File: config.mk
export PLATFORM = sky130hd
export DESIGN_NAME = aes_key_expander
export DESIGN_NICKNAME = d
export VERILOG_FILES = /design/src/aes_data_pkg.sv /design/src/aes_key_expander.sv
export VERILOG_INCLUDE_DIRS = /design/src
export SDC_FILE = /design/constraint.sdc
export NUM_CORES = 1
export LEC_CHECK = 0
export ABC_AREA = 1
export BUFFER_PORTS_ARGS = -buffer_cell sky130_fd_sc_hd__buf_2
export CORE_UTILIZATION = 50
export CTS_CLUSTER_SIZE = 12
export DETAILED_ROUTE_END_ITERATION = 8
export PLACE_DENSITY = 0.82
export SYNTH_ARGS = -nofsm -noshare
export SYNTH_HDL_FRONTEND = slang
export SYNTH_SLANG_ARGS = --single-unit
File: constraint.sdc
create_clock -name clk -period 2.1 [get_ports clk]
set_input_delay 0.105 -clock clk [delete_from_list [all_inputs] [get_ports clk]]
set_output_delay 0.105 -clock clk [all_outputs]
set_load 0.05 [all_outputs]
File: src/aes_macros.svh
// ===================================================================
// AES-128 core sizes
// ===================================================================
`ifndef AES_MACROS_SVH
`define AES_MACROS_SVH

// Rounds for a 128-bit key
`define AES_NR 10
// Block and key width
`define AES_BLOCK_W 128
// 32-bit words per key and per block
`define AES_NK 4

`endif
File: src/aes_data_pkg.sv
// ===================================================================
// AES data types and GF(2^8) arithmetic
// ===================================================================
`default_nettype none
`include "aes_macros.svh"

package aes_data_pkg;

	typedef logic [31:0] aes_word_t;
	// Word 0 sits in the top bits
	typedef aes_word_t [0:`AES_NK-1] aes_block_t;

	// Multiply by x, reduce by 0x11B
	function automatic logic [7:0] gf_xtime(input logic [7:0] x);
		return {x[6:0], 1'b0} ^ (x[7] ? 8'h1b : 8'h00);
	endfunction

	// Shift and add product
	function automatic logic [7:0] gf_mul(input logic [7:0] a, input logic [7:0] b);
		logic [7:0] p;
		logic [7:0] t;
		p = 8'h00;
		t = a;
		for (int i = 0; i < 8; i++)
		begin
			if (b[i])
				p = p ^ t;
			t = gf_xtime(t);
		end
		return p;
	endfunction

endpackage

`default_nettype wire

File: src/aes_key_expander.sv
// ===================================================================
// AES-128 round key expander
// ===================================================================
`timescale 1ns/100ps
`default_nettype none
`include "aes_macros.svh"

module aes_key_expander
(
	input  logic                     clk,
	input  logic                     rst_n,
	input  aes_data_pkg::aes_block_t key_in,
	input  logic                     key_load,
	input  logic                     key_step,
	input  aes_data_pkg::aes_word_t  sub_word,
	output aes_data_pkg::aes_word_t  g_word,
	output aes_data_pkg::aes_block_t round_key
);

	logic [7:0]               rcon;
	aes_data_pkg::aes_block_t next_key;

	// RotWord of the last key word, S-box is in the datapath
	assign g_word = {round_key[`AES_NK-1][23:0], round_key[`AES_NK-1][31:24]};

	// Whole next key in one cycle
	always_comb
	begin
		next_key[0] = round_key[0] ^ sub_word ^ {rcon, 24'h000000};
		// Words 1 to 3 chain off the new word before
		for (int i = 1; i < `AES_NK; i++)
			next_key[i] = round_key[i] ^ next_key[i-1];
	end

	always_ff @(posedge clk)
	begin
		if (key_load)
			round_key <= key_in;
		else if (key_step)
			round_key <= next_key;
	end

	// Round constant, 01 then doubling
	always_ff @(posedge clk or negedge rst_n)
	begin
		if (!rst_n)
			rcon <= 8'h01;
		else if (key_load)
			rcon <= 8'h01;
		else if (key_step)
			rcon <= aes_data_pkg::gf_xtime(rcon);
	end

	a_load_step: assert property (@(posedge clk) disable iff (!rst_n)
		!(key_load && key_step))
		else $error("key load and key step together");

endmodule

`default_nettype wire

==> results.ini <==
[power_and_ir_drop]
seq_power_share_pct = 35.0
netSwitchingPower_mw = 4.68
p_sw_share_pct = 41.8
p_leak_nw = 5.74
clkPwrFrac_pct = 26.9
p_comb_share_pct = 38.1
p_int_mw = 6.52
power_density_nw_per_um2 = 1000
vdd.ir_drop.worst_mv = 0.664

[routing]
vias_per_cell = 5.19
dr.pass1.iters = 6
drt_iter0_drc = 582
wl_per_cell_um = 15.1
drc = 0
ant_nets = 0
route.vias.total = 8467
finalWirelength_mm = 24.7

[critical_path]
cp-start-kind = register
crit_fanout = 3
rrSetupSlack_ps = 450
crit_type = register to register
endpoint_kind = register
required_ps = 2250
worstPathArrival_ps = 1800

[synthesis]
syn_avg_cell_area_um2 = 7.93
async_flop_share_pct = 5.88
synth-seq-cells = 136
ys_seq_area_share_pct = 49.3
syn_nets = 1199
synth_edf_count = 128
netlist_area_um2 = 8200
yosysWarnings = 0
syn_inst = 1035
synth_cell_types = 20
ys.flop_type = edfxtp_1

[floorplanning]
die_w_um = 130
core_um2 = 15900
initial_core_util_pct = 51.5
io-pin-count = 324
row_count = 46
die_area_um2 = 16900
die_h_um = 130

[grt]
first_global_vias = 8041
grt.total_usage_pct = 28.7
grt_max_degree = 122
grt_overflow_total = 0
grt_pass1_wl_mm = 37.8
antenna_found_initial = 1

[clock_tree]
clk_pin_slew_worst_paths_ps = 60
cts_root_buf = clkbuf_16
worstSkewPairLatency_ps = 420
cts_tree = yes
cts_made_buffers = 17
clockBufferDepth = 2
htreeDepth = 4
cts_sinks = 136

[finish]
syn2layout_area_growth_pct = 36.5
stdcell_area_um2 = 11200
fin_cells = 1631
drive_above_1_share_pct = 25.7
fin_nets = 1565

[worst_hold_path]
worstHoldPathType = input pin to register

[status]
status = complete, no violations

[timing]
period_needed_ps = 1650
slew_viol_final = 0
fmax_mhz = 607
finalSetupTns_ps = 0
finalCritPeriodShare_pct = 78.4
finClkSkew_ps = 7.65
worst-slew-pin-transition_ps = 495
setup_viol = 0
grt_setup_unrepaired = false
max_slew_margin_pct = 67.0
hold_viol_final = 0

[placed_design]
placed_cell_area_um2 = 9850
port_buffers = 323
numPlacedInstances = 1521
gp_congestion = 0.848
dpl.hpwl_mm = 16.4

[run]
cap_violations = 0

cells by family (layout without fill, tap and decap cells):
family	Yosys count	count (layout)	share of synthesized area, %
AO/OA/AOI/OAI	128	128	8.19
XOR/XNOR	51	51	5.44
other	0	1	0
buffers and inverters	185	564	10.8
flip-flops	136	136	49.3
AND/OR/NAND/NOR	535	535	26.3
flip-flops by register name, indices dropped and copies added (netlist names):
register,cells
rcon,8
g_word,32
round_key,96
metal layers:
layer / vias to the layer above / share of wire (%) / track usage, %
met5: - / 0 / 0
met4: 0 / 4.3 / 15.6
met3: 88 / 7.2 / 6.07
met2: 433 / 49 / 49.1
met1: 3851 / 39 / 33.8
li1: 4095 / - / -
cell usage after synthesis, types with 15 or more instances:
master	number	area [um2]
a21oi_1	24	120
a31oi_1	16	100
buf_2	15	75.1
buf_4	35	263
edfxtp_1	128	3840
inv_1	120	450
nand2_1	373	1400
nand3_1	120	601
nor2_1	42	158
o21ai_0	71	355
xnor2_1	27	236
xor2_1	24	210
layout by cell type (no fill, tap or decap), types with 7 or more instances in the layout:
cell	synthesis	layout
o22ai_1	7	7
a31oi_1	16	16
inv_1	120	120
edfxtp_1	128	128
o21ai_0	71	71
xor2_1	24	24
buf_12	0	8
nor2_1	42	42
buf_2	15	322
clkbuf_16	0	17
nand3_1	120	120
dlygate4sd3_1	0	77
o21ai_1	9	9
nand2_1	373	373
xnor2_1	27	27
dfrtp_1	7	7
a21oi_1	24	24
per-stage QoR:
stage	util [%]	hold slack, ps	power (mW)	setup slack [ps]
2_1_floorplan	-	-191	7.17	484
3_3_place_gp	61.8	-36.5	7.94	566
3_5_place_dp	61.8	-32.3	8.04	526
4_1_cts	70.2	1.79	11.2	581
5_1_grt	70.3	25.3	11.7	388
6_report	70.3	36.9	11.2	453
worst paths after layout:
path,endpoint,cells after the start,from
worst min-delay path,round_key[115],3,key_in[115]
min in group asynchronous,rcon[5],2,rst_n
worst max-delay path,g_word[19],8,round_key[107]
worst max register to register,g_word[19],8,round_key[107]
max in group asynchronous,rcon[0],2,rst_n
worst min register to register,rcon[0],2,rcon[0]
timing repair:
item                      4_1_cts  5_1_grt
hold endpoints to repair       84        0
resized for setup               0        0
hold buffers                   77        0
setup buffers                   0        0
cell type report:
| class | instances | area [um2] |
|---|---|---|
| Antenna cell | 1 | 2.50 |
| Sequential cell | 136 | 4050 |
| Timing Repair Buffer | 409 | 2560 |
| Tap cell | 216 | 270 |
| Clock buffer | 22 | 454 |
| Clock inverter | 10 | 129 |
| Inverter | 123 | 467 |
| Multi-Input combinational cell | 714 | 3280 |
| Fill cell | 1190 | 4740 |
worst max-delay path, stage by stage, from the launching register on:
cell and delay [ps]:
edfxtp_1 460, xor2_1 240, nand2_1 130, nand2_1 110
nand2_1 60, nand2_1 60, nand2_1 100, nand2_1 100
o21ai_0 120
power groups by stage:
stage	Combinational, mW	Clock [mW]	Sequential, mW
4_1_cts	4.22	3.04	3.90
2_1_floorplan	1.90	0	5.26
3_5_place_dp	4.10	0	3.95
3_3_place_gp	4.01	0	3.93
6_report	4.27	3.01	3.92
5_1_grt	4.59	3.15	3.97
No activity file was read; power rests on OpenSTA's default activity.
