[config.mk]
export PLATFORM = sky130hd
export DESIGN_NAME = aes_datapath
export DESIGN_NICKNAME = d
export VERILOG_FILES = /design/src/aes_data_pkg.sv /design/src/aes_ctrl_pkg.sv /design/src/aes_datapath.sv /design/src/aes_sbox.sv
export VERILOG_INCLUDE_DIRS = /design/src
export SDC_FILE = /design/constraint.sdc
export NUM_CORES = 2
export LEC_CHECK = 0
export BUFFER_PORTS_ARGS = -buffer_cell sky130_fd_sc_hd__buf_2
export CAP_MARGIN = 40
export CELL_PAD_IN_SITES_DETAIL_PLACEMENT = 0
export CELL_PAD_IN_SITES_GLOBAL_PLACEMENT = 1
export CORE_AREA = 2 2 445 447
export CTS_CLUSTER_DIAMETER = 50
export DETAILED_ROUTE_END_ITERATION = 7
export DIE_AREA = 0 0 447 449
export PLACE_DENSITY = 0.91
export SLEW_MARGIN = 20
export SYNTH_ARGS = -nofsm -noshare
export SYNTH_HDL_FRONTEND = slang
export SYNTH_SLANG_ARGS = --single-unit
[constraint.sdc]
create_clock -name clk -period 27.7 [get_ports clk]
set_input_delay 2.77 -clock clk [delete_from_list [all_inputs] [get_ports clk]]
set_output_delay 2.77 -clock clk [all_outputs]
set_load 0.01 [all_outputs]
[src/aes_macros.svh]
// ===================================================================
// AES-128 core sizes
// ===================================================================
`ifndef AES_MACROS_SVH
`define AES_MACROS_SVH

// Rounds for a 128-bit key
`define AES_NR 10
// Block and key width
`define AES_BLOCK_W 128
// 32-bit words per key and per block
`define AES_NK 4

`endif
[src/aes_data_pkg.sv]
// ===================================================================
// AES data types and GF(2^8) arithmetic
// ===================================================================
`default_nettype none
`include "aes_macros.svh"

package aes_data_pkg;

	typedef logic [31:0] aes_word_t;
	// Word 0 sits in the top bits
	typedef aes_word_t [0:`AES_NK-1] aes_block_t;

	// Multiply by x, reduce by 0x11B
	function automatic logic [7:0] gf_xtime(input logic [7:0] x);
		return {x[6:0], 1'b0} ^ (x[7] ? 8'h1b : 8'h00);
	endfunction

	// Shift and add product
	function automatic logic [7:0] gf_mul(input logic [7:0] a, input logic [7:0] b);
		logic [7:0] p;
		logic [7:0] t;
		p = 8'h00;
		t = a;
		for (int i = 0; i < 8; i++)
		begin
			if (b[i])
				p = p ^ t;
			t = gf_xtime(t);
		end
		return p;
	endfunction

endpackage

`default_nettype wire

[src/aes_ctrl_pkg.sv]
// ===================================================================
// AES control encodings
// ===================================================================
`default_nettype none

package aes_ctrl_pkg;

	// Operation select, upper half reserved
	typedef enum logic [1:0] {
		ENCRYPTION     = 2'b00,
		KEY_DERIVATION = 2'b01,
		OP_RSVD_2      = 2'b10,
		OP_RSVD_3      = 2'b11
	} operation_e;

	// Cipher mode, only ECB and CTR handled
	typedef enum logic [1:0] {
		ECB         = 2'b00,
		MODE_RSVD_1 = 2'b01,
		CTR         = 2'b10,
		MODE_RSVD_3 = 2'b11
	} aes_mode_e;

	typedef enum logic [3:0] {
		IDLE, ADD_KEY0, ROUND_KEY, ROUND_COL0, ROUND_COL1,
		ROUND_COL2, ROUND_COL3, GEN_KEY, READY
	} ctrl_state_e;

	// What a state column write takes
	typedef enum logic [1:0] {INPUT, SUB_BYTES, ROUND_MIX, ROUND_LAST} col_src_e;

endpackage

`default_nettype wire

[src/aes_datapath.sv]
// ===================================================================
// AES column-serial datapath
// ===================================================================
`timescale 1ns/100ps
`default_nettype none
`include "aes_macros.svh"

module aes_datapath
(
	input  logic                     clk,
	input  logic                     rst_n,
	input  logic [`AES_BLOCK_W-1:0]  data_in,
	input  logic [`AES_BLOCK_W-1:0]  iv_in,
	input  logic                     iv_load,
	input  aes_data_pkg::aes_block_t round_key,
	input  aes_data_pkg::aes_word_t  g_word,
	input  logic [2:0]               sbox_sel,
	input  logic [`AES_NK-1:0]       col_en,
	input  aes_ctrl_pkg::col_src_e   col_src,
	input  logic                     ctr_mode,
	input  logic                     iv_cnt_en,
	input  logic                     out_en,
	input  logic                     out_key,
	output aes_data_pkg::aes_word_t  sub_word,
	output logic [`AES_BLOCK_W-1:0]  data_out
);

	aes_data_pkg::aes_block_t st, din_q, sr_in, sr_blk, mix_blk, rnd_blk, load_blk, next_blk;
	aes_data_pkg::aes_word_t  sbox_in;
	logic [`AES_BLOCK_W-1:0]  ctr;
	logic                     idle;

	// Row r of column c comes from column c+r
	function automatic aes_data_pkg::aes_block_t shift_rows(input aes_data_pkg::aes_block_t s);
		aes_data_pkg::aes_block_t r;
		for (int c = 0; c < `AES_NK; c++)
			for (int b = 0; b < 4; b++)
				r[c][31 - 8*b -: 8] = s[(c + b) % `AES_NK][31 - 8*b -: 8];
		return r;
	endfunction

	// Circulant 02 03 01 01
	function automatic aes_data_pkg::aes_word_t mix_column(input aes_data_pkg::aes_word_t w);
		logic [7:0] a0, a1, a2, a3;
		logic [7:0] d0, d1, d2, d3;
		a0 = w[31:24];
		a1 = w[23:16];
		a2 = w[15:8];
		a3 = w[7:0];
		d0 = aes_data_pkg::gf_xtime(a0);
		d1 = aes_data_pkg::gf_xtime(a1);
		d2 = aes_data_pkg::gf_xtime(a2);
		d3 = aes_data_pkg::gf_xtime(a3);
		return {d0 ^ d1 ^ a1 ^ a2 ^ a3, a0 ^ d1 ^ d2 ^ a2 ^ a3,
			a0 ^ a1 ^ d2 ^ d3 ^ a3, d0 ^ a0 ^ a1 ^ a2 ^ d3};
	endfunction

	// Control holds INPUT with no column enable only when idle
	assign idle = (col_src == aes_ctrl_pkg::INPUT) && (col_en == '0);

	// Shared S-box, one column or the key g-function
	assign sbox_in = sbox_sel[2] ? g_word : st[sbox_sel[1:0]];

	aes_sbox u_sbox
	(
		.din  (sbox_in),
		.dout (sub_word)
	);

	// ===============================================================
	// Round logic
	// ===============================================================
	always_comb
	begin
		// Columns 0 to 2 already substituted, column 3 comes through the S-box
		sr_in = st;
		sr_in[`AES_NK-1] = sub_word;
		sr_blk = shift_rows(sr_in);
		for (int c = 0; c < `AES_NK; c++)
			mix_blk[c] = mix_column(sr_blk[c]);
		rnd_blk = ((col_src == aes_ctrl_pkg::ROUND_MIX) ? mix_blk : sr_blk) ^ round_key;
		// Key addition on load
		load_blk = (ctr_mode ? ctr : din_q) ^ round_key;
		unique case (col_src)
			aes_ctrl_pkg::INPUT:     next_blk = load_blk;
			aes_ctrl_pkg::SUB_BYTES: next_blk = {`AES_NK{sub_word}};
			default:                 next_blk = rnd_blk;
		endcase
	end

	always_ff @(posedge clk)
	begin
		for (int c = 0; c < `AES_NK; c++)
			if (col_en[c])
				st[c] <= next_blk[c];
		// Last idle cycle is the start edge
		if (idle)
			din_q <= data_in;
		if (out_en)
			data_out <= out_key ? round_key : (ctr_mode ? rnd_blk ^ din_q : rnd_blk);
	end

	// CTR counter, wraps at 2^128
	always_ff @(posedge clk or negedge rst_n)
	begin
		if (!rst_n)
			ctr <= '0;
		else if (iv_load && idle)
			ctr <= iv_in;
		else if (iv_cnt_en)
			ctr <= ctr + 1'b1;
	end

	a_iv_busy: assert property (@(posedge clk) disable iff (!rst_n)
		(iv_load && !idle) |-> !iv_cnt_en)
		else $error("iv_load during counter advance");

endmodule

`default_nettype wire

[src/aes_sbox.sv]
// ===================================================================
// Forward S-box, four bytes wide
// ===================================================================
`timescale 1ns/100ps
`default_nettype none

module aes_sbox
(
	input  aes_data_pkg::aes_word_t din,
	output aes_data_pkg::aes_word_t dout
);

	// One byte through inverse and affine map
	function automatic logic [7:0] sub_byte(input logic [7:0] x);
		logic [7:0] sq;
		logic [7:0] inv;
		sq = x;
		inv = 8'h01;
		// x^254 built from x^2 up to x^128
		// zero maps to zero on its own
		for (int i = 0; i < 7; i++)
		begin
			sq = aes_data_pkg::gf_mul(sq, sq);
			inv = aes_data_pkg::gf_mul(inv, sq);
		end
		// Affine transform
		return inv ^ {inv[6:0], inv[7]} ^ {inv[5:0], inv[7:6]}
			^ {inv[4:0], inv[7:5]} ^ {inv[3:0], inv[7:4]} ^ 8'h63;
	endfunction

	// Row 0 byte is the top byte
	always_comb
	begin
		for (int b = 0; b < 4; b++)
			dout[31 - 8*b -: 8] = sub_byte(din[31 - 8*b -: 8]);
	end

endmodule

`default_nettype wire

==> impl_metrics.yaml <==
status:
  status: "completed"
layout:
  nFillCells: 18400
  drive_gt1_share_pct: 13.1
  syn_to_final_growth_pct: 9.91
  nNetsFinal: 12300
timing:
  skew_ps: 33.8
  max_freq_mhz: 38.7
  setup_viol: 0
  worst_pin_slew_ps: 955
  postLayoutSetupSlackWorst_ps: 1890
  layout_min_cycle_time_ps: 25810
  drv_slew: 0
  setup_tns_ps: 0
  rsz0062_at_grt: "no"
  final.period_utilization_pct: 93.2
  timing.final.hold_violations: 0
  maxSlewHeadroom_pct: 35.7
synthesis:
  synthArstFlopShare_pct: 25.0
  synthMuxAreaShare_pct: 6.93
  synthCells: 11600
  syn_area_um2: 93500
  synth_nets: 12100
  synth_seq_area_share_pct: 15.8
  synthAdderAreaFrac_pct: 0.318
  ys_warn_count: 0
  yosysTopAreaCellShare_pct: 21.6
  synth_flop_cell: "edfxtp_1"
  ys_ff_latch: 512
  synth_area_leaders: "xnor2_1 22%, edfxtp_1 12%, xor2_1 8.2%"
  synth_edf_count: 384
  synth-simple-area-share_pct: 17.8
  synth-compound-area-share_pct: 13.8
  synth_cell_types: 124
  synth-xor-area-share_pct: 41.3
  synth_top_family_by_area: "XOR/XNOR gates"
  syn_area_per_cell_um2: 8.06
  synth_top_area_cell: "xnor2_1"
critical_path:
  crit_path_end_kind: "output pin"
  start_kind: "input pin"
  r2r_cells: 64
  slowest_stage: "a2111oi_0"
  crit_top_cell: "xnor2_1"
  worstPathArrival_ps: 23040
  worstPathRequired_ps: 24930
  critPathKind: "in -> out"
  r2r-start: "sr_blk[23]$_DFFE_PP_"
  crit_fanout: 38
  critical_path.max_stage_delay_ps: 710
  reg2reg_to: "data_out[39]$_DFFE_PP_"
  r2r_setup_slack_ps: 5820
clock_tree:
  cts_buffers: 68
  cts.sinks: 512
  ctsResizeCount: 0
  cts_hold_buf: 0
  htreeDepth: 3
  clk_pin_slew_ps: 60
  cts_root_buffer: "clkbuf_16"
  worstSkewPairLatency_ps: 670
  cts_tree: "built"
  cts_setup_buffers: 0
  clock_path_buffers: 3
hold_path:
  holdCritPathClass: "reg -> reg"
  hold_end: "ctr[41]$_DFFE_PN0P_"
  hold_depth: 2
  min-delay-start: "ctr[41]$_DFFE_PN0P_"
global_route:
  antenna_found_initial: 66
  grt_pass1_vias: 83400
  grt_max_degree: 97
  grt_usage_pct: 34.7
  grt_pass1_wl_um: 537000
  grt-ovfl-total: 0
floorplanning:
  row_count: 163
  fp.dieArea_um2: 201000
  coreArea_um2: 196000
  die_h_um: 449
  start_util_pct: 47.7
  io_pins: 592
  die-width_um: 447
route:
  avgRoutedWirePerCell_um: 24.9
  vias: 89900
  dr.pass1.iters: 8
  routed_via_density: 6.15
  ant_nets: 0
  drc: 0
  first_iter_violations: 11100
  wl_um: 365000
placed_design:
  finalWeightedCongestion: 1.07
  dp_hpwl_um: 280000
  port_buffers: 591
  pre_cts_slack_ps: 1940
job:
  cap_violations: 0
through the flow:
stage                     hold WS [ps]  cells  area [um^2]  util (%)
after floorplan                    544  11600        93500         -
after global placement             584  14400        99200      50.5
after detailed placement           591  14400        99800      50.9
after CTS                          603  14500       102000      52.1
final                              604  14600       103000      52.4
after global routing               648  14600       103000      52.3
cell type report:
class / count / area [um^2] / share of cell area, %
repair buffers: 1000 / 6310 / 6.14
inverters: 106 / 403 / 0.392
diodes: 57 / 143 / 0.139
multi-input cells: 10200 / 75400 / 73.4
flip-flops and latches: 512 / 14700 / 14.3
well taps: 2640 / 3300 / 3.21
clock inverters: 39 / 579 / 0.564
clock buffers: 86 / 1880 / 1.83
per-layer routing:
metal | wire length (um) | track usage (%) | vias up
met5 | 60 | 0 | -
li1 | - | - | 40500
met1 | 141000 | 45.8 | 43200
met2 | 159000 | 52.4 | 5239
met4 | 28000 | 22.2 | 10
met3 | 37000 | 5.72 | 949
cells in the final DEF, fill, tap and decap left out, types with 73 or more instances in the layout:
| cell | instances |
|---|---|
| xnor2_1 | 2265 |
| nor2_1 | 1617 |
| nand2_1 | 1133 |
| xor2_1 | 865 |
| a21oi_1 | 678 |
| buf_2 | 602 |
| mux2i_1 | 473 |
| o21ai_0 | 418 |
| edfxtp_1 | 384 |
| buf_4 | 346 |
| xnor3_1 | 287 |
| nor3_1 | 279 |
| nand3_1 | 259 |
| xnor2_2 | 141 |
| dfrtp_1 | 128 |
| and3_1 | 114 |
| o22ai_1 | 111 |
| a31oi_1 | 101 |
| a211oi_1 | 98 |
| inv_1 | 77 |
| mux2_2 | 73 |
synth_stat cells, drive strengths merged (23+ instances only):
library cell,instances
ha,23
xnor2,2423
and2,59
nor2b,49
nand3,259
mux4,33
clkbuf,517
o211ai,69
or3,37
xnor3,300
dfrtp,128
o21ai,456
mux2,76
a22oi,65
o221ai,24
nor2,1627
a21oi,683
a21o,26
inv,94
a31oi,102
nand2b,55
mux2i,482
and3,115
a221oi,32
or2,28
xor2,921
o22ai,111
a2111oi,24
nor4,48
o31ai,67
o21a,31
nand2,1137
nor3,284
buf,275
xor3,45
a32oi,25
nand4,67
a211oi,100
edfxtp,384
cells by family after synthesis:
group / count (synthesis)
XOR/XNOR: 3689
AO/OA/AOI/OAI: 2053
buffers and inverters: 898
adder cells (fa/ha/maj): 24
multiplexers: 591
AND/OR/NAND/NOR: 3837
flip-flops: 512
state kept, by name, summed over array words and instances (netlist names):
signal and count:
sr_blk 96, ctr 128, st 32, data_out 128
din_q 128
worst max-delay path: cells and delay by family:
| family | cells | cell delay [ps] |
|---|---|---|
| simple gates | 12 | 2400 |
| mux | 5 | 1890 |
| xor+xnor | 24 | 8620 |
| buf+inv | 8 | 3000 |
| compound gates | 6 | 2090 |
| fa+ha+maj | 5 | 2200 |
worst max path at each step:
stage / endpoint / start / depth (start not counted)
2_1_floorplan: sub_word[22] / sbox_sel[1] / 78
3_3_place_gp: sub_word[31] / sbox_sel[0] / 62
3_5_place_dp: sub_word[31] / sbox_sel[0] / 59
4_1_cts: sub_word[26] / sbox_sel[0] / 60
5_1_grt: sub_word[26] / sbox_sel[0] / 64
6_report: sub_word[23] / sbox_sel[0] / 60
Power is left out: the tool's default activity adds up to more than one toggle a clock period on the data nets, which glitch-free logic cannot reach.
