## src/aes_macros.svh

```systemverilog
// ===================================================================
// AES-128 core sizes
// ===================================================================
`ifndef AES_MACROS_SVH
`define AES_MACROS_SVH

// Rounds for a 128-bit key
`define AES_NR 10
// Block and key width
`define AES_BLOCK_W 128
// 32-bit words per key and per block
`define AES_NK 4

`endif
```

## src/aes_ctrl_pkg.sv

```systemverilog
// ===================================================================
// AES control encodings
// ===================================================================
`default_nettype none

package aes_ctrl_pkg;

	// Operation select, upper half reserved
	typedef enum logic [1:0] {
		ENCRYPTION     = 2'b00,
		KEY_DERIVATION = 2'b01,
		OP_RSVD_2      = 2'b10,
		OP_RSVD_3      = 2'b11
	} operation_e;

	// Cipher mode, only ECB and CTR handled
	typedef enum logic [1:0] {
		ECB         = 2'b00,
		MODE_RSVD_1 = 2'b01,
		CTR         = 2'b10,
		MODE_RSVD_3 = 2'b11
	} aes_mode_e;

	typedef enum logic [3:0] {
		IDLE, ADD_KEY0, ROUND_KEY, ROUND_COL0, ROUND_COL1,
		ROUND_COL2, ROUND_COL3, GEN_KEY, READY
	} ctrl_state_e;

	// What a state column write takes
	typedef enum logic [1:0] {INPUT, SUB_BYTES, ROUND_MIX, ROUND_LAST} col_src_e;

endpackage

`default_nettype wire

```

## src/aes_control_unit.sv

```systemverilog
// ===================================================================
// AES control FSM
// ===================================================================
`timescale 1ns/100ps
`default_nettype none
`include "aes_macros.svh"

module aes_control_unit
(
	input  logic                     clk,
	input  logic                     rst_n,
	input  logic                     start,
	input  logic                     disable_core,
	input  aes_ctrl_pkg::operation_e operation_mode,
	input  aes_ctrl_pkg::aes_mode_e  aes_mode,
	output logic [2:0]               sbox_sel,
	output logic [3:0]               col_en,
	output aes_ctrl_pkg::col_src_e   col_src,
	output logic                     key_load,
	output logic                     key_step,
	output logic                     ctr_mode,
	output logic                     last_round,
	output logic                     iv_cnt_en,
	output logic                     out_en,
	output logic                     out_key,
	output logic                     end_comp,
	output logic [3:0]               round
);

	localparam logic [3:0] LAST_RND = 4'(`AES_NR);
	localparam logic [3:0] LAST_GEN = 4'(`AES_NR - 1);
	// Bit 2 picks the g-function
	localparam logic [2:0] SBOX_G = 3'b100;

	aes_ctrl_pkg::ctrl_state_e state, next_state;
	aes_ctrl_pkg::operation_e  op_q;
	logic                      start_ok;
	logic                      key_deriv;
	logic                      gen_done;

	// Reserved operations leave the core idle
	assign start_ok = start && (operation_mode == aes_ctrl_pkg::ENCRYPTION
		|| operation_mode == aes_ctrl_pkg::KEY_DERIVATION);
	assign key_deriv = (op_q == aes_ctrl_pkg::KEY_DERIVATION);
	assign last_round = (round == LAST_RND);
	assign gen_done = (round == LAST_GEN);
	assign end_comp = (state == aes_ctrl_pkg::READY);

	// ===============================================================
	// State, round counter, latched operation
	// ===============================================================
	always_ff @(posedge clk or negedge rst_n)
	begin
		if (!rst_n)
			state <= aes_ctrl_pkg::IDLE;
		else if (disable_core)
			state <= aes_ctrl_pkg::IDLE;
		else
			state <= next_state;
	end

	always_ff @(posedge clk or negedge rst_n)
	begin
		if (!rst_n)
			round <= 4'd0;
		else if (state == aes_ctrl_pkg::IDLE)
			round <= 4'd0;
		else if (state == aes_ctrl_pkg::ROUND_KEY || state == aes_ctrl_pkg::GEN_KEY)
			round <= round + 4'd1;
	end

	always_ff @(posedge clk or negedge rst_n)
	begin
		if (!rst_n)
		begin
			op_q <= aes_ctrl_pkg::ENCRYPTION;
			ctr_mode <= 1'b0;
		end
		else if (state == aes_ctrl_pkg::IDLE && start_ok)
		begin
			op_q <= operation_mode;
			ctr_mode <= (aes_mode == aes_ctrl_pkg::CTR);
		end
	end

	// Next state
	always_comb
	begin
		unique case (state)
			aes_ctrl_pkg::IDLE:
				next_state = start_ok ? aes_ctrl_pkg::ADD_KEY0 : aes_ctrl_pkg::IDLE;
			aes_ctrl_pkg::ADD_KEY0:
				next_state = key_deriv ? aes_ctrl_pkg::GEN_KEY : aes_ctrl_pkg::ROUND_KEY;
			aes_ctrl_pkg::ROUND_KEY:  next_state = aes_ctrl_pkg::ROUND_COL0;
			aes_ctrl_pkg::ROUND_COL0: next_state = aes_ctrl_pkg::ROUND_COL1;
			aes_ctrl_pkg::ROUND_COL1: next_state = aes_ctrl_pkg::ROUND_COL2;
			aes_ctrl_pkg::ROUND_COL2: next_state = aes_ctrl_pkg::ROUND_COL3;
			aes_ctrl_pkg::ROUND_COL3:
				next_state = last_round ? aes_ctrl_pkg::READY : aes_ctrl_pkg::ROUND_KEY;
			aes_ctrl_pkg::GEN_KEY:
				next_state = gen_done ? aes_ctrl_pkg::READY : aes_ctrl_pkg::GEN_KEY;
			default:
				next_state = aes_ctrl_pkg::IDLE;
		endcase
	end

	// ===============================================================
	// Datapath and key controls
	// ===============================================================
	always_comb
	begin
		sbox_sel = 3'b000;
		col_en = 4'b0000;
		col_src = aes_ctrl_pkg::SUB_BYTES;
		key_load = 1'b0;
		key_step = 1'b0;
		iv_cnt_en = 1'b0;
		out_en = 1'b0;
		out_key = 1'b0;
		unique case (state)
			aes_ctrl_pkg::IDLE:
			begin
				// INPUT with no enable tells the datapath we are idle
				col_src = aes_ctrl_pkg::INPUT;
				key_load = start_ok;
			end
			aes_ctrl_pkg::ADD_KEY0:
			begin
				col_src = aes_ctrl_pkg::INPUT;
				col_en = 4'b1111;
				// Key derivation takes its first schedule step here
				if (key_deriv)
				begin
					sbox_sel = SBOX_G;
					key_step = 1'b1;
				end
			end
			aes_ctrl_pkg::ROUND_KEY:
			begin
				sbox_sel = SBOX_G;
				key_step = 1'b1;
			end
			aes_ctrl_pkg::ROUND_COL0:
			begin
				sbox_sel = 3'd0;
				col_en = 4'b0001;
			end
			aes_ctrl_pkg::ROUND_COL1:
			begin
				sbox_sel = 3'd1;
				col_en = 4'b0010;
			end
			aes_ctrl_pkg::ROUND_COL2:
			begin
				sbox_sel = 3'd2;
				col_en = 4'b0100;
			end
			aes_ctrl_pkg::ROUND_COL3:
			begin
				// Column 3 substitution folds into the block update
				sbox_sel = 3'd3;
				col_en = 4'b1111;
				col_src = last_round ? aes_ctrl_pkg::ROUND_LAST : aes_ctrl_pkg::ROUND_MIX;
				out_en = last_round && !disable_core;
				iv_cnt_en = last_round && ctr_mode && !disable_core;
			end
			aes_ctrl_pkg::GEN_KEY:
			begin
				sbox_sel = SBOX_G;
				key_step = !gen_done;
				// Round-10 key is in place on the last cycle
				out_en = gen_done && !disable_core;
				out_key = gen_done;
			end
			default:
			begin
			end
		endcase
	end

	a_start_op: assert property (@(posedge clk) disable iff (!rst_n)
		start |-> (operation_mode == aes_ctrl_pkg::ENCRYPTION
			|| operation_mode == aes_ctrl_pkg::KEY_DERIVATION))
		else $error("start with reserved operation_mode");

	a_end_pulse: assert property (@(posedge clk) disable iff (!rst_n)
		end_comp |=> !end_comp)
		else $error("end_comp longer than one cycle");

	a_idle_col: assert property (@(posedge clk) disable iff (!rst_n)
		(state == aes_ctrl_pkg::IDLE) |-> (col_en == 4'b0000))
		else $error("column write while idle");

endmodule

`default_nettype wire

```

## config.mk

```make
export PLATFORM = sky130hd
export DESIGN_NAME = aes_control_unit
export DESIGN_NICKNAME = d
export VERILOG_FILES = /design/src/aes_ctrl_pkg.sv /design/src/aes_control_unit.sv
export VERILOG_INCLUDE_DIRS = /design/src
export SDC_FILE = /design/constraint.sdc
export NUM_CORES = 1
export LEC_CHECK = 0
export ABC_AREA = 1
export ABC_CLOCK_PERIOD_IN_PS = 1450
export BUFFER_PORTS_ARGS = -buffer_cell sky130_fd_sc_hd__buf_2
export CORE_ASPECT_RATIO = 0.7
export CORE_MARGIN = 3
export CORE_UTILIZATION = 35
export CTS_CLUSTER_SIZE = 28
export DETAILED_ROUTE_END_ITERATION = 12
export GPL_TIMING_DRIVEN = 0
export PLACE_DENSITY_LB_ADDON = 0.12
export RECOVER_POWER = 50
export SYNTH_ARGS = -nofsm -noshare
export SYNTH_HDL_FRONTEND = slang
export SYNTH_SLANG_ARGS = --single-unit
```

## constraint.sdc

```tcl
create_clock -name clk -period 1.45 [get_ports clk]
set_input_delay 0.145 -clock clk [delete_from_list [all_inputs] [get_ports clk]]
set_output_delay 0.145 -clock clk [all_outputs]
set_load 0.1 [all_outputs]
```

==> flow_summary.toml, run 1 <==
[global_route]
grt_max_degree = 12
grt_antenna_before_repair = 0
via_count_of_the_first_global_routing_pass = 1006
global_route.usage.met2 = 0.434
first_pass_grt_wire_length_mm = 5.20
grt_overflow = 0
met1_usage = 0.301
gr-max-usage-layer = "met2"
grt_use_met3 = 0.109
grtUsageTotal = 0.275

[worst_setup_path]
cp_top_family = "simple AND/OR/NAND/NOR gates"
critical_path.n_buffers_inverters = 1
crit_fanout = 7
worstPathCellList = "nor2_4 -> nand2_1 -> nand2_4 -> nand2_4 -> buf_12"
critical_path.reg2reg.startpoint = "round[1]"
reg2reg_setup_slack_ns = -0.21
arrival_time_worst_endpoint_ns = 1.82
timing.critical_path.mode_cell = "sky130_fd_sc_hd__nand2_4"
worstSetupPathType = "register to primary output"
timing.rr.end = "state[2]"
worst_r2r_path_depth = 9
worstPathRequired_ns = 1.31
cpMaxStageDelayCell = "sky130_fd_sc_hd__dfrtp_2"
setup.worst_path.end_class = "primary output"
timing.critical_path.slowest_cell_delay_ns = 0.48
worst_setup_path_start_kind = "register"

[layout]
layout-drive-gt1-share = 0.711
layout_commonest_cell = "sky130_fd_sc_hd__buf_12"
layout.core_utilization = 0.963
layout.cells.most_common_list = "sky130_fd_sc_hd__buf_12 (19), sky130_fd_sc_hd__buf_4 (18), sky130_fd_sc_hd__nand2_1 (16), sky130_fd_sc_hd__buf_6 (12), sky130_fd_sc_hd__nor2_1 (10)"
finalNetCount = 185
antenna_cells = 0
syn2layout_area_growth_pct = 148

[floorplanning]
start_util = 0.389
die_height_um = 45.0
ios = 29
die-area_mm2 = 0.00277
dieWidth_um = 61.7
floorplan.core_area_mm2 = 0.00195
fp-row-count = 13

[cts]
worst_skew_pair.late_latency_ns = 0.29
cts.sink_count = 11
cts_tree = "built"
cts.reportedPaths.clkPinSlew_ns = 0.08
cts_max_path_buffers = 2
clock_tree.htree_level_count = 1
root_buffer = "sky130_fd_sc_hd__clkbuf_4"
cts_made_buffers = 3

[route]
routedWlPerCell_um = 23.6
vias_per_cell = 6.10
vias = 1190
postRouteWirelength_mm = 4.60
antenna_left = 0
route.detailed.drc = 0
firstDrtPassIters = 6
drtIter0Drc = 150

[job]
maxCapViolCount = 0

[place]
port_buffers = 28
post-dp-hpwl_mm = 1.61
finalWeightedCongestion = 0.798

[outcome]
violations = "negative setup slack"
status = "finished, violations left"

[synth]
synth_area_leader_cell = "sky130_fd_sc_hd__dfrtp_1"
syn_avg_cell_area_um2 = 7.03
netlist-cell-type-count = 18
yosys.area.top_type_share = 0.362
synth.net_count = 119
ys_seq_elements = 11
synth_warnings = 0
post_synth_main_area_contributors = "sky130_fd_sc_hd__dfrtp_1 (36%), sky130_fd_sc_hd__nand2_1 (13%), sky130_fd_sc_hd__nand3_1 (7.9%)"
synthCells = 108
synth_seq_area_share = 0.362
synth_area_um2 = 759

[worst_hold_path]
worst_hold_path.num_cells = 2
worst_hold_path_type = "primary input to register"
hold_path_end = "ctr_mode"
hold_path.startpoint = "aes_mode[0]"

[timing]
hold_viol_final = 0
fin_worst_skew_ns = 0.000633
worst_slack_ns = -0.519
worst_slew_pin_slew_ns = 0.684
period_share = 1.36
grt_setup_unrepaired = "yes"
report.final.setup_viol = 23
period_minus_slack_ns = 1.97
maxSlewHeadroom = 0.544
fmax_mhz = 508
final_max_slew_viol_count = 0
==> timing repair <==
| action | in CTS | in global routing |
|---|---|---|
| pin swaps | 12 | 15 |
| endpoints found under the setup margin | 16 | 25 |
| hold buffers | 1 | 0 |
| endpoints found under the hold margin | 11 | 0 |
| gates cloned | 0 | 0 |
| setup buffers | 17 | 18 |
| resized for setup | 80 | 33 |
==> metrics by stage <==
step           hold slack (ns)  setup WS, ns  setup TNS [ns]  instances  area (um^2)
3_3_place_gp            0.0310        -0.310           -2.87        158         1140
6_report                0.0252        -0.519           -6.31        195         1880
3_5_place_dp            0.0340        -0.328           -2.94        158         1140
4_1_cts                 0.0385        -0.379           -3.30        180         1630
2_1_floorplan           -0.151         -1.05           -6.16        108          976
5_1_grt                 0.0346        -0.549           -7.29        195         1880
==> logic make-up (layout without fill, tap and decap cells) <==
family,after synthesis,in the layout,synth area share
and+or+nand+nor,66,66,0.414
buffers and inverters,20,85,0.0988
AOI/OAI and AO/OA,8,8,0.0758
DFF,11,11,0.362
adders and majority gates,3,3,0.0494
==> synth_stat cells, drive strengths merged <==
cell and count:
a21oi 4, o31ai 1, nand2 32, nand3 12
nor2 19, nor3b 1, inv 20, dfrtp 11
nor3 2, ha 3, o21ai 3
==> per-layer routing <==
metal	vias to the layer above	wire (um)	share of wire
li1	466	-	-
met1	571	1670	0.36
met2	119	2120	0.46
met3	34	504	0.11
met4	0	306	0.067
met5	-	0	0
==> how the worst max path moves through the flow <==
stage                  start          to  slack, ns  depth (start not counted)
detailed placement  state[0]  col_src[0]      -0.33                          9
global placement    state[0]  col_src[0]      -0.31                          9
finish              state[2]  col_src[0]      -0.52                          5
floorplan           round[0]   iv_cnt_en      -1.05                          6
global route        round[0]   iv_cnt_en      -0.55                          7
CTS                 round[0]   iv_cnt_en      -0.38                          7
==> final cells by class <==
class | instances | area, um^2
well taps | 22 | 27.5
fillers | 38 | 71.3
multi-input cells | 77 | 708
flip-flops and latches | 11 | 293
repair buffers | 61 | 717
inverters | 20 | 109
clock buffers | 4 | 26.3
==> sequential cells by signal (all words and copies together) (netlist names) <==
name	cells
state	4
ctr_mode	1
op_q	2
round	4
==> worst reg2reg max path: stages (launching register included) <==
cell	delay (ns)
sky130_fd_sc_hd__dfrtp_4	0.51
sky130_fd_sc_hd__inv_1	0.11
sky130_fd_sc_hd__ha_2	0.19
sky130_fd_sc_hd__nand3_2	0.12
sky130_fd_sc_hd__buf_6	0.15
sky130_fd_sc_hd__nand3_4	0.09
sky130_fd_sc_hd__buf_6	0.11
sky130_fd_sc_hd__nand2_1	0.07
sky130_fd_sc_hd__nor2_1	0.14
sky130_fd_sc_hd__nor2_1	0.06
Power of run 1 is left out: the tool's default activity adds up to more than one toggle a clock period on the data nets, which glitch-free logic cannot reach.
==> run 2, diff against run 1 <==
--- a/config.mk
+++ b/config.mk
@@ -6,7 +6,7 @@
 export SDC_FILE = /design/constraint.sdc
 export NUM_CORES = 1
 export LEC_CHECK = 0
-export ABC_AREA = 1
+export ABC_AREA = 0
 export ABC_CLOCK_PERIOD_IN_PS = 1450
 export BUFFER_PORTS_ARGS = -buffer_cell sky130_fd_sc_hd__buf_2
 export CORE_ASPECT_RATIO = 0.7
==> run 2 against run 1 <==
Net effect:
- the run now fails in global routing
- synthesized cell count shrank 3.7%
- area after synthesis grew 5.4%
==> flow_summary.toml, run 2 <==
[floorplanning]
start_util = 0.400
fp-row-count = 13
dieWidth_um = 63.2
die_height_um = 46.0
ios = 29

[outcome]
status = "stopped before the end"
stop_stage = "global routing"
firstError = "[ERROR DPL-0038] Utilization greater than 100%, impossible to legalize"

[synth]
synthCells = 104
synth_warnings = 0
yosys.area.top_type_share = 0.344
synth_commonest_cells = "sky130_fd_sc_hd__dfrtp_1 (11), sky130_fd_sc_hd__nand2_1 (11), sky130_fd_sc_hd__a21oi_1 (10), sky130_fd_sc_hd__nor2_1 (10), sky130_fd_sc_hd__nor3_1 (8)"
synth.net_count = 115
synth_area_um2 = 801
netlist-cell-type-count = 34
synth_edf_count = 0
synth_seq_area_share = 0.344
syn_avg_cell_area_um2 = 7.70
synthArstFlopShare = 1.00
synth_area_leader_cell = "sky130_fd_sc_hd__dfrtp_1"
synthFlopType = "sky130_fd_sc_hd__dfrtp_1"
ys_seq_elements = 11
post_synth_main_area_contributors = "sky130_fd_sc_hd__dfrtp_1 (34%), sky130_fd_sc_hd__a21oi_1 (6.3%), sky130_fd_sc_hd__nand2_1 (5.2%)"

[global_route]
grt_max_degree = 12

[cts]
root_buffer = "sky130_fd_sc_hd__clkbuf_4"
clock_tree.htree_level_count = 1
cts.sink_count = 11
cts_made_buffers = 3
cts_max_path_buffers = 2

[place]
finalWeightedCongestion = 0.853
port_buffers = 28
post-dp-hpwl_mm = 1.82
dp.cells = 162

[timing]
worstEpCategory = "output port"
critical_endpoint_after_global_route_timing_repair = "out_en"
run 2: cell count changes after synthesis, sizes merged, moves of 3 or more:
cell    delta
nand2     -21
inv       -12
nand3      -8
nor2       -8
a21oi      +6
nor3       +6
o21ai      +5
clkbuf     +3
nand2b     +3
run 2: timing repair:
action                                 in CTS
hold buffers                                1
gates resized for setup                    95
setup endpoints to repair                  19
endpoints found under the hold margin      11
pin swaps                                  10
cloned                                      0
buffers inserted                           22
run 2: per-stage QoR:
| step | cell area, um^2 | setup WS [ns] | util |
|---|---|---|---|
| 2_1_floorplan | 1040 | -1.16 | - |
| 3_5_place_dp | 1220 | -0.523 | 0.608 |
| 4_1_cts | 1790 | -0.460 | 0.896 |
| 3_3_place_gp | 1220 | -0.523 | 0.608 |
run 2: kinds of logic after synthesis:
kind of cell,Yosys count,synth area share
and+or+nand+nor,48,0.311
AOI/OAI and AO/OA,27,0.208
adders and majority gates,3,0.0469
buffers and inverters,13,0.0641
muxes,2,0.0266
DFF,11,0.344
==> run 3, diff against run 2 <==
--- a/config.mk
+++ b/config.mk
@@ -9,13 +9,11 @@
 export ABC_AREA = 0
 export ABC_CLOCK_PERIOD_IN_PS = 1450
 export BUFFER_PORTS_ARGS = -buffer_cell sky130_fd_sc_hd__buf_2
-export CORE_ASPECT_RATIO = 0.7
 export CORE_MARGIN = 3
-export CORE_UTILIZATION = 35
-export CTS_CLUSTER_SIZE = 28
+export CORE_UTILIZATION = 20
 export DETAILED_ROUTE_END_ITERATION = 12
 export GPL_TIMING_DRIVEN = 0
-export PLACE_DENSITY_LB_ADDON = 0.12
+export PLACE_DENSITY_LB_ADDON = 0.15
 export RECOVER_POWER = 50
 export SYNTH_ARGS = -nofsm -noshare
 export SYNTH_HDL_FRONTEND = slang
==> run 3 against run 2 <==
Net effect:
- the flow now finishes, with violations (negative setup slack)
- synthesized cell count is the same
- area after synthesis is the same
==> flow_summary.toml, run 3 <==
[outcome]
status = "finished, violations left"
violations = "negative setup slack"

[synth]
synth.net_count = 115
synth_commonest_cells = "sky130_fd_sc_hd__dfrtp_1 (11), sky130_fd_sc_hd__nand2_1 (11), sky130_fd_sc_hd__a21oi_1 (10), sky130_fd_sc_hd__nor2_1 (10), sky130_fd_sc_hd__nor3_1 (8)"
synth_seq_area_share = 0.344
netlist-cell-type-count = 34
synth_warnings = 0
syn_avg_cell_area_um2 = 7.70
synthCells = 104
synth_area_leader_cell = "sky130_fd_sc_hd__dfrtp_1"
synthFlopType = "sky130_fd_sc_hd__dfrtp_1"
synth_area_um2 = 801
post_synth_main_area_contributors = "sky130_fd_sc_hd__dfrtp_1 (34%), sky130_fd_sc_hd__a21oi_1 (6.3%), sky130_fd_sc_hd__nand2_1 (5.2%)"
ys_seq_elements = 11
synth_edf_count = 0
yosys.area.top_type_share = 0.344
synthArstFlopShare = 1.00

[worst_setup_path]
worstPathRequired_ns = 1.31
cp_top_family = "flip-flops"
cpMaxStageDelayCell = "sky130_fd_sc_hd__dfrtp_4"
setup.worst_path.end_class = "primary output"
worstSetupPathDepth = 7
timing.critical_path.slowest_cell_delay_ns = 0.48
critical_path.n_buffers_inverters = 2
crit_fanout = 3
worst_setup_path_start_kind = "register"
arrival_time_worst_endpoint_ns = 1.70
reg2reg_setup_slack_ns = -0.08
worstSetupPathType = "register to primary output"
worst_r2r_path_depth = 7
worstPathCellList = "inv_2 -> ha_4 -> and3b_4 -> nand2_1 -> o21a_4 -> nor3_4 -> buf_12"

[cts]
worst_skew_pair.late_latency_ns = 0.24
cts_max_path_buffers = 2
cts_made_buffers = 3
cts_tree = "built"
root_buffer = "sky130_fd_sc_hd__clkbuf_8"
cts.sink_count = 11
cts.reportedPaths.clkPinSlew_ns = 0.05
clock_tree.htree_level_count = 1

[timing]
fmax_mhz = 542
final_max_slew_viol_count = 0
worst_slack_ns = -0.395
report.final.setup_viol = 17
fin_worst_skew_ns = 0.00529
grt_setup_unrepaired = "yes"
period_share = 1.27
hold_viol_final = 0
maxSlewHeadroom = 0.563
worst_slew_pin_slew_ns = 0.656
period_minus_slack_ns = 1.85

[route]
route.detailed.drc = 0
vias = 1072
drtIter0Drc = 24
firstDrtPassIters = 4
postRouteWirelength_mm = 3.18
antenna_left = 0
vias_per_cell = 4.94
routedWlPerCell_um = 14.7

[global_route]
grt_antenna_before_repair = 0
grtUsageTotal = 0.137
first_pass_grt_wire_length_mm = 5.42
via_count_of_the_first_global_routing_pass = 1140
grt_max_degree = 12
grt_overflow = 0

[job]
maxCapViolCount = 0

[worst_hold_path]
worst_hold_path.num_cells = 2
worst_hold_path_type = "primary input to register"

[layout]
fillers = 324
antenna_cells = 0
post_layout_instance_count_excluding_filler_cells = 217
layout-drive-gt1-share = 0.740
finalNetCount = 181
syn2layout_area_growth_pct = 146
sequential_cell_area_um2 = 290
layout_commonest_cell = "sky130_fd_sc_hd__buf_4"
largestRegisters = "round: 4 flops, state: 4 flops, op_q: 2 flops"
multi_input_comb_area_um2 = 825
layout.cells.most_common_list = "sky130_fd_sc_hd__buf_4 (28), sky130_fd_sc_hd__buf_12 (15), sky130_fd_sc_hd__buf_2 (10), sky130_fd_sc_hd__nor2_4 (7), sky130_fd_sc_hd__buf_6 (7)"
final_design_area_no_fill_mm2 = 0.00197

[floorplanning]
start_util = 0.212
dieWidth_um = 69.3
fp-row-count = 22
die_height_um = 69.3
ios = 29
floorplan.core_area_mm2 = 0.00377
die-area_mm2 = 0.00480

[place]
post-dp-hpwl_mm = 1.97
dp_worst_setup_slack_ns = -0.542
dpl_cell_area_mm2 = 0.00124
finalWeightedCongestion = 0.742
dp.cells = 180
port_buffers = 28
==> run 3: per-layer routing <==
layer  part of all wire  GRT usage  up-vias
li1                   -          -      499
met1               0.41      0.169      516
met2               0.52      0.238       52
met3              0.061     0.0217        5
met4             0.0066     0.0477        0
met5                  0          0        -
==> run 3: cell type report <==
type / count / area share
Sequential cell: 11 / 0.147
Multi-Input combinational cell: 80 / 0.419
Inverter: 8 / 0.0223
Timing Repair Buffer: 63 / 0.336
Tap cell: 48 / 0.0305
Buffer: 3 / 0.0223
Clock buffer: 4 / 0.0229
==> run 3: worst paths after layout <==
| check | to | from |
|---|---|---|
| worst min-delay path | op_q[0] | operation_mode[0] |
| worst max-delay path | out_en | round[0] |
| max in group asynchronous | round[0] | rst_n |
| worst max register to register | round[2] | round[0] |
| min in group asynchronous | op_q[0] | rst_n |
| worst min register to register | op_q[1] | op_q[1] |
==> run 3: worst reg2reg max path, stage by stage, from the launching register on <==
cell                       delay, ns
sky130_fd_sc_hd__dfrtp_4        0.48
sky130_fd_sc_hd__buf_4          0.16
sky130_fd_sc_hd__buf_4          0.13
sky130_fd_sc_hd__ha_1           0.20
sky130_fd_sc_hd__inv_2          0.07
sky130_fd_sc_hd__nor3_2         0.05
sky130_fd_sc_hd__a32oi_1        0.16
sky130_fd_sc_hd__o221ai_1       0.14
==> run 3: kinds of logic (layout without fill, tap and decap cells) <==
group / Yosys count / after routing / share of synthesized area
flip-flops: 11 / 11 / 0.344
adder cells (fa/ha/maj): 3 / 3 / 0.0469
AO/OA/AOI/OAI: 27 / 27 / 0.208
multiplexers: 2 / 2 / 0.0266
buffers and inverters: 13 / 78 / 0.0641
AND/OR/NAND/NOR: 48 / 48 / 0.311
==> run 3: through the flow <==
stage	util	hold WS [ns]	TNS (ns)
after floorplan	-	-0.151	-4.80
after global placement	0.328	0.0366	-3.30
after detailed placement	0.328	0.0388	-3.27
after CTS	0.488	0.139	-2.29
after global routing	0.522	0.150	-3.66
final	0.522	0.139	-2.77
==> run 3: what timing repair did <==
| item | CTS | global route |
|---|---|---|
| gates cloned | 0 | 0 |
| gates resized for setup | 87 | 27 |
| hold endpoints to repair | 11 | 0 |
| pin swaps | 10 | 15 |
| endpoints found under the setup margin | 18 | 26 |
| hold buffers | 1 | 0 |
| setup buffers | 28 | 6 |
Power of run 3 is left out for the same reason.
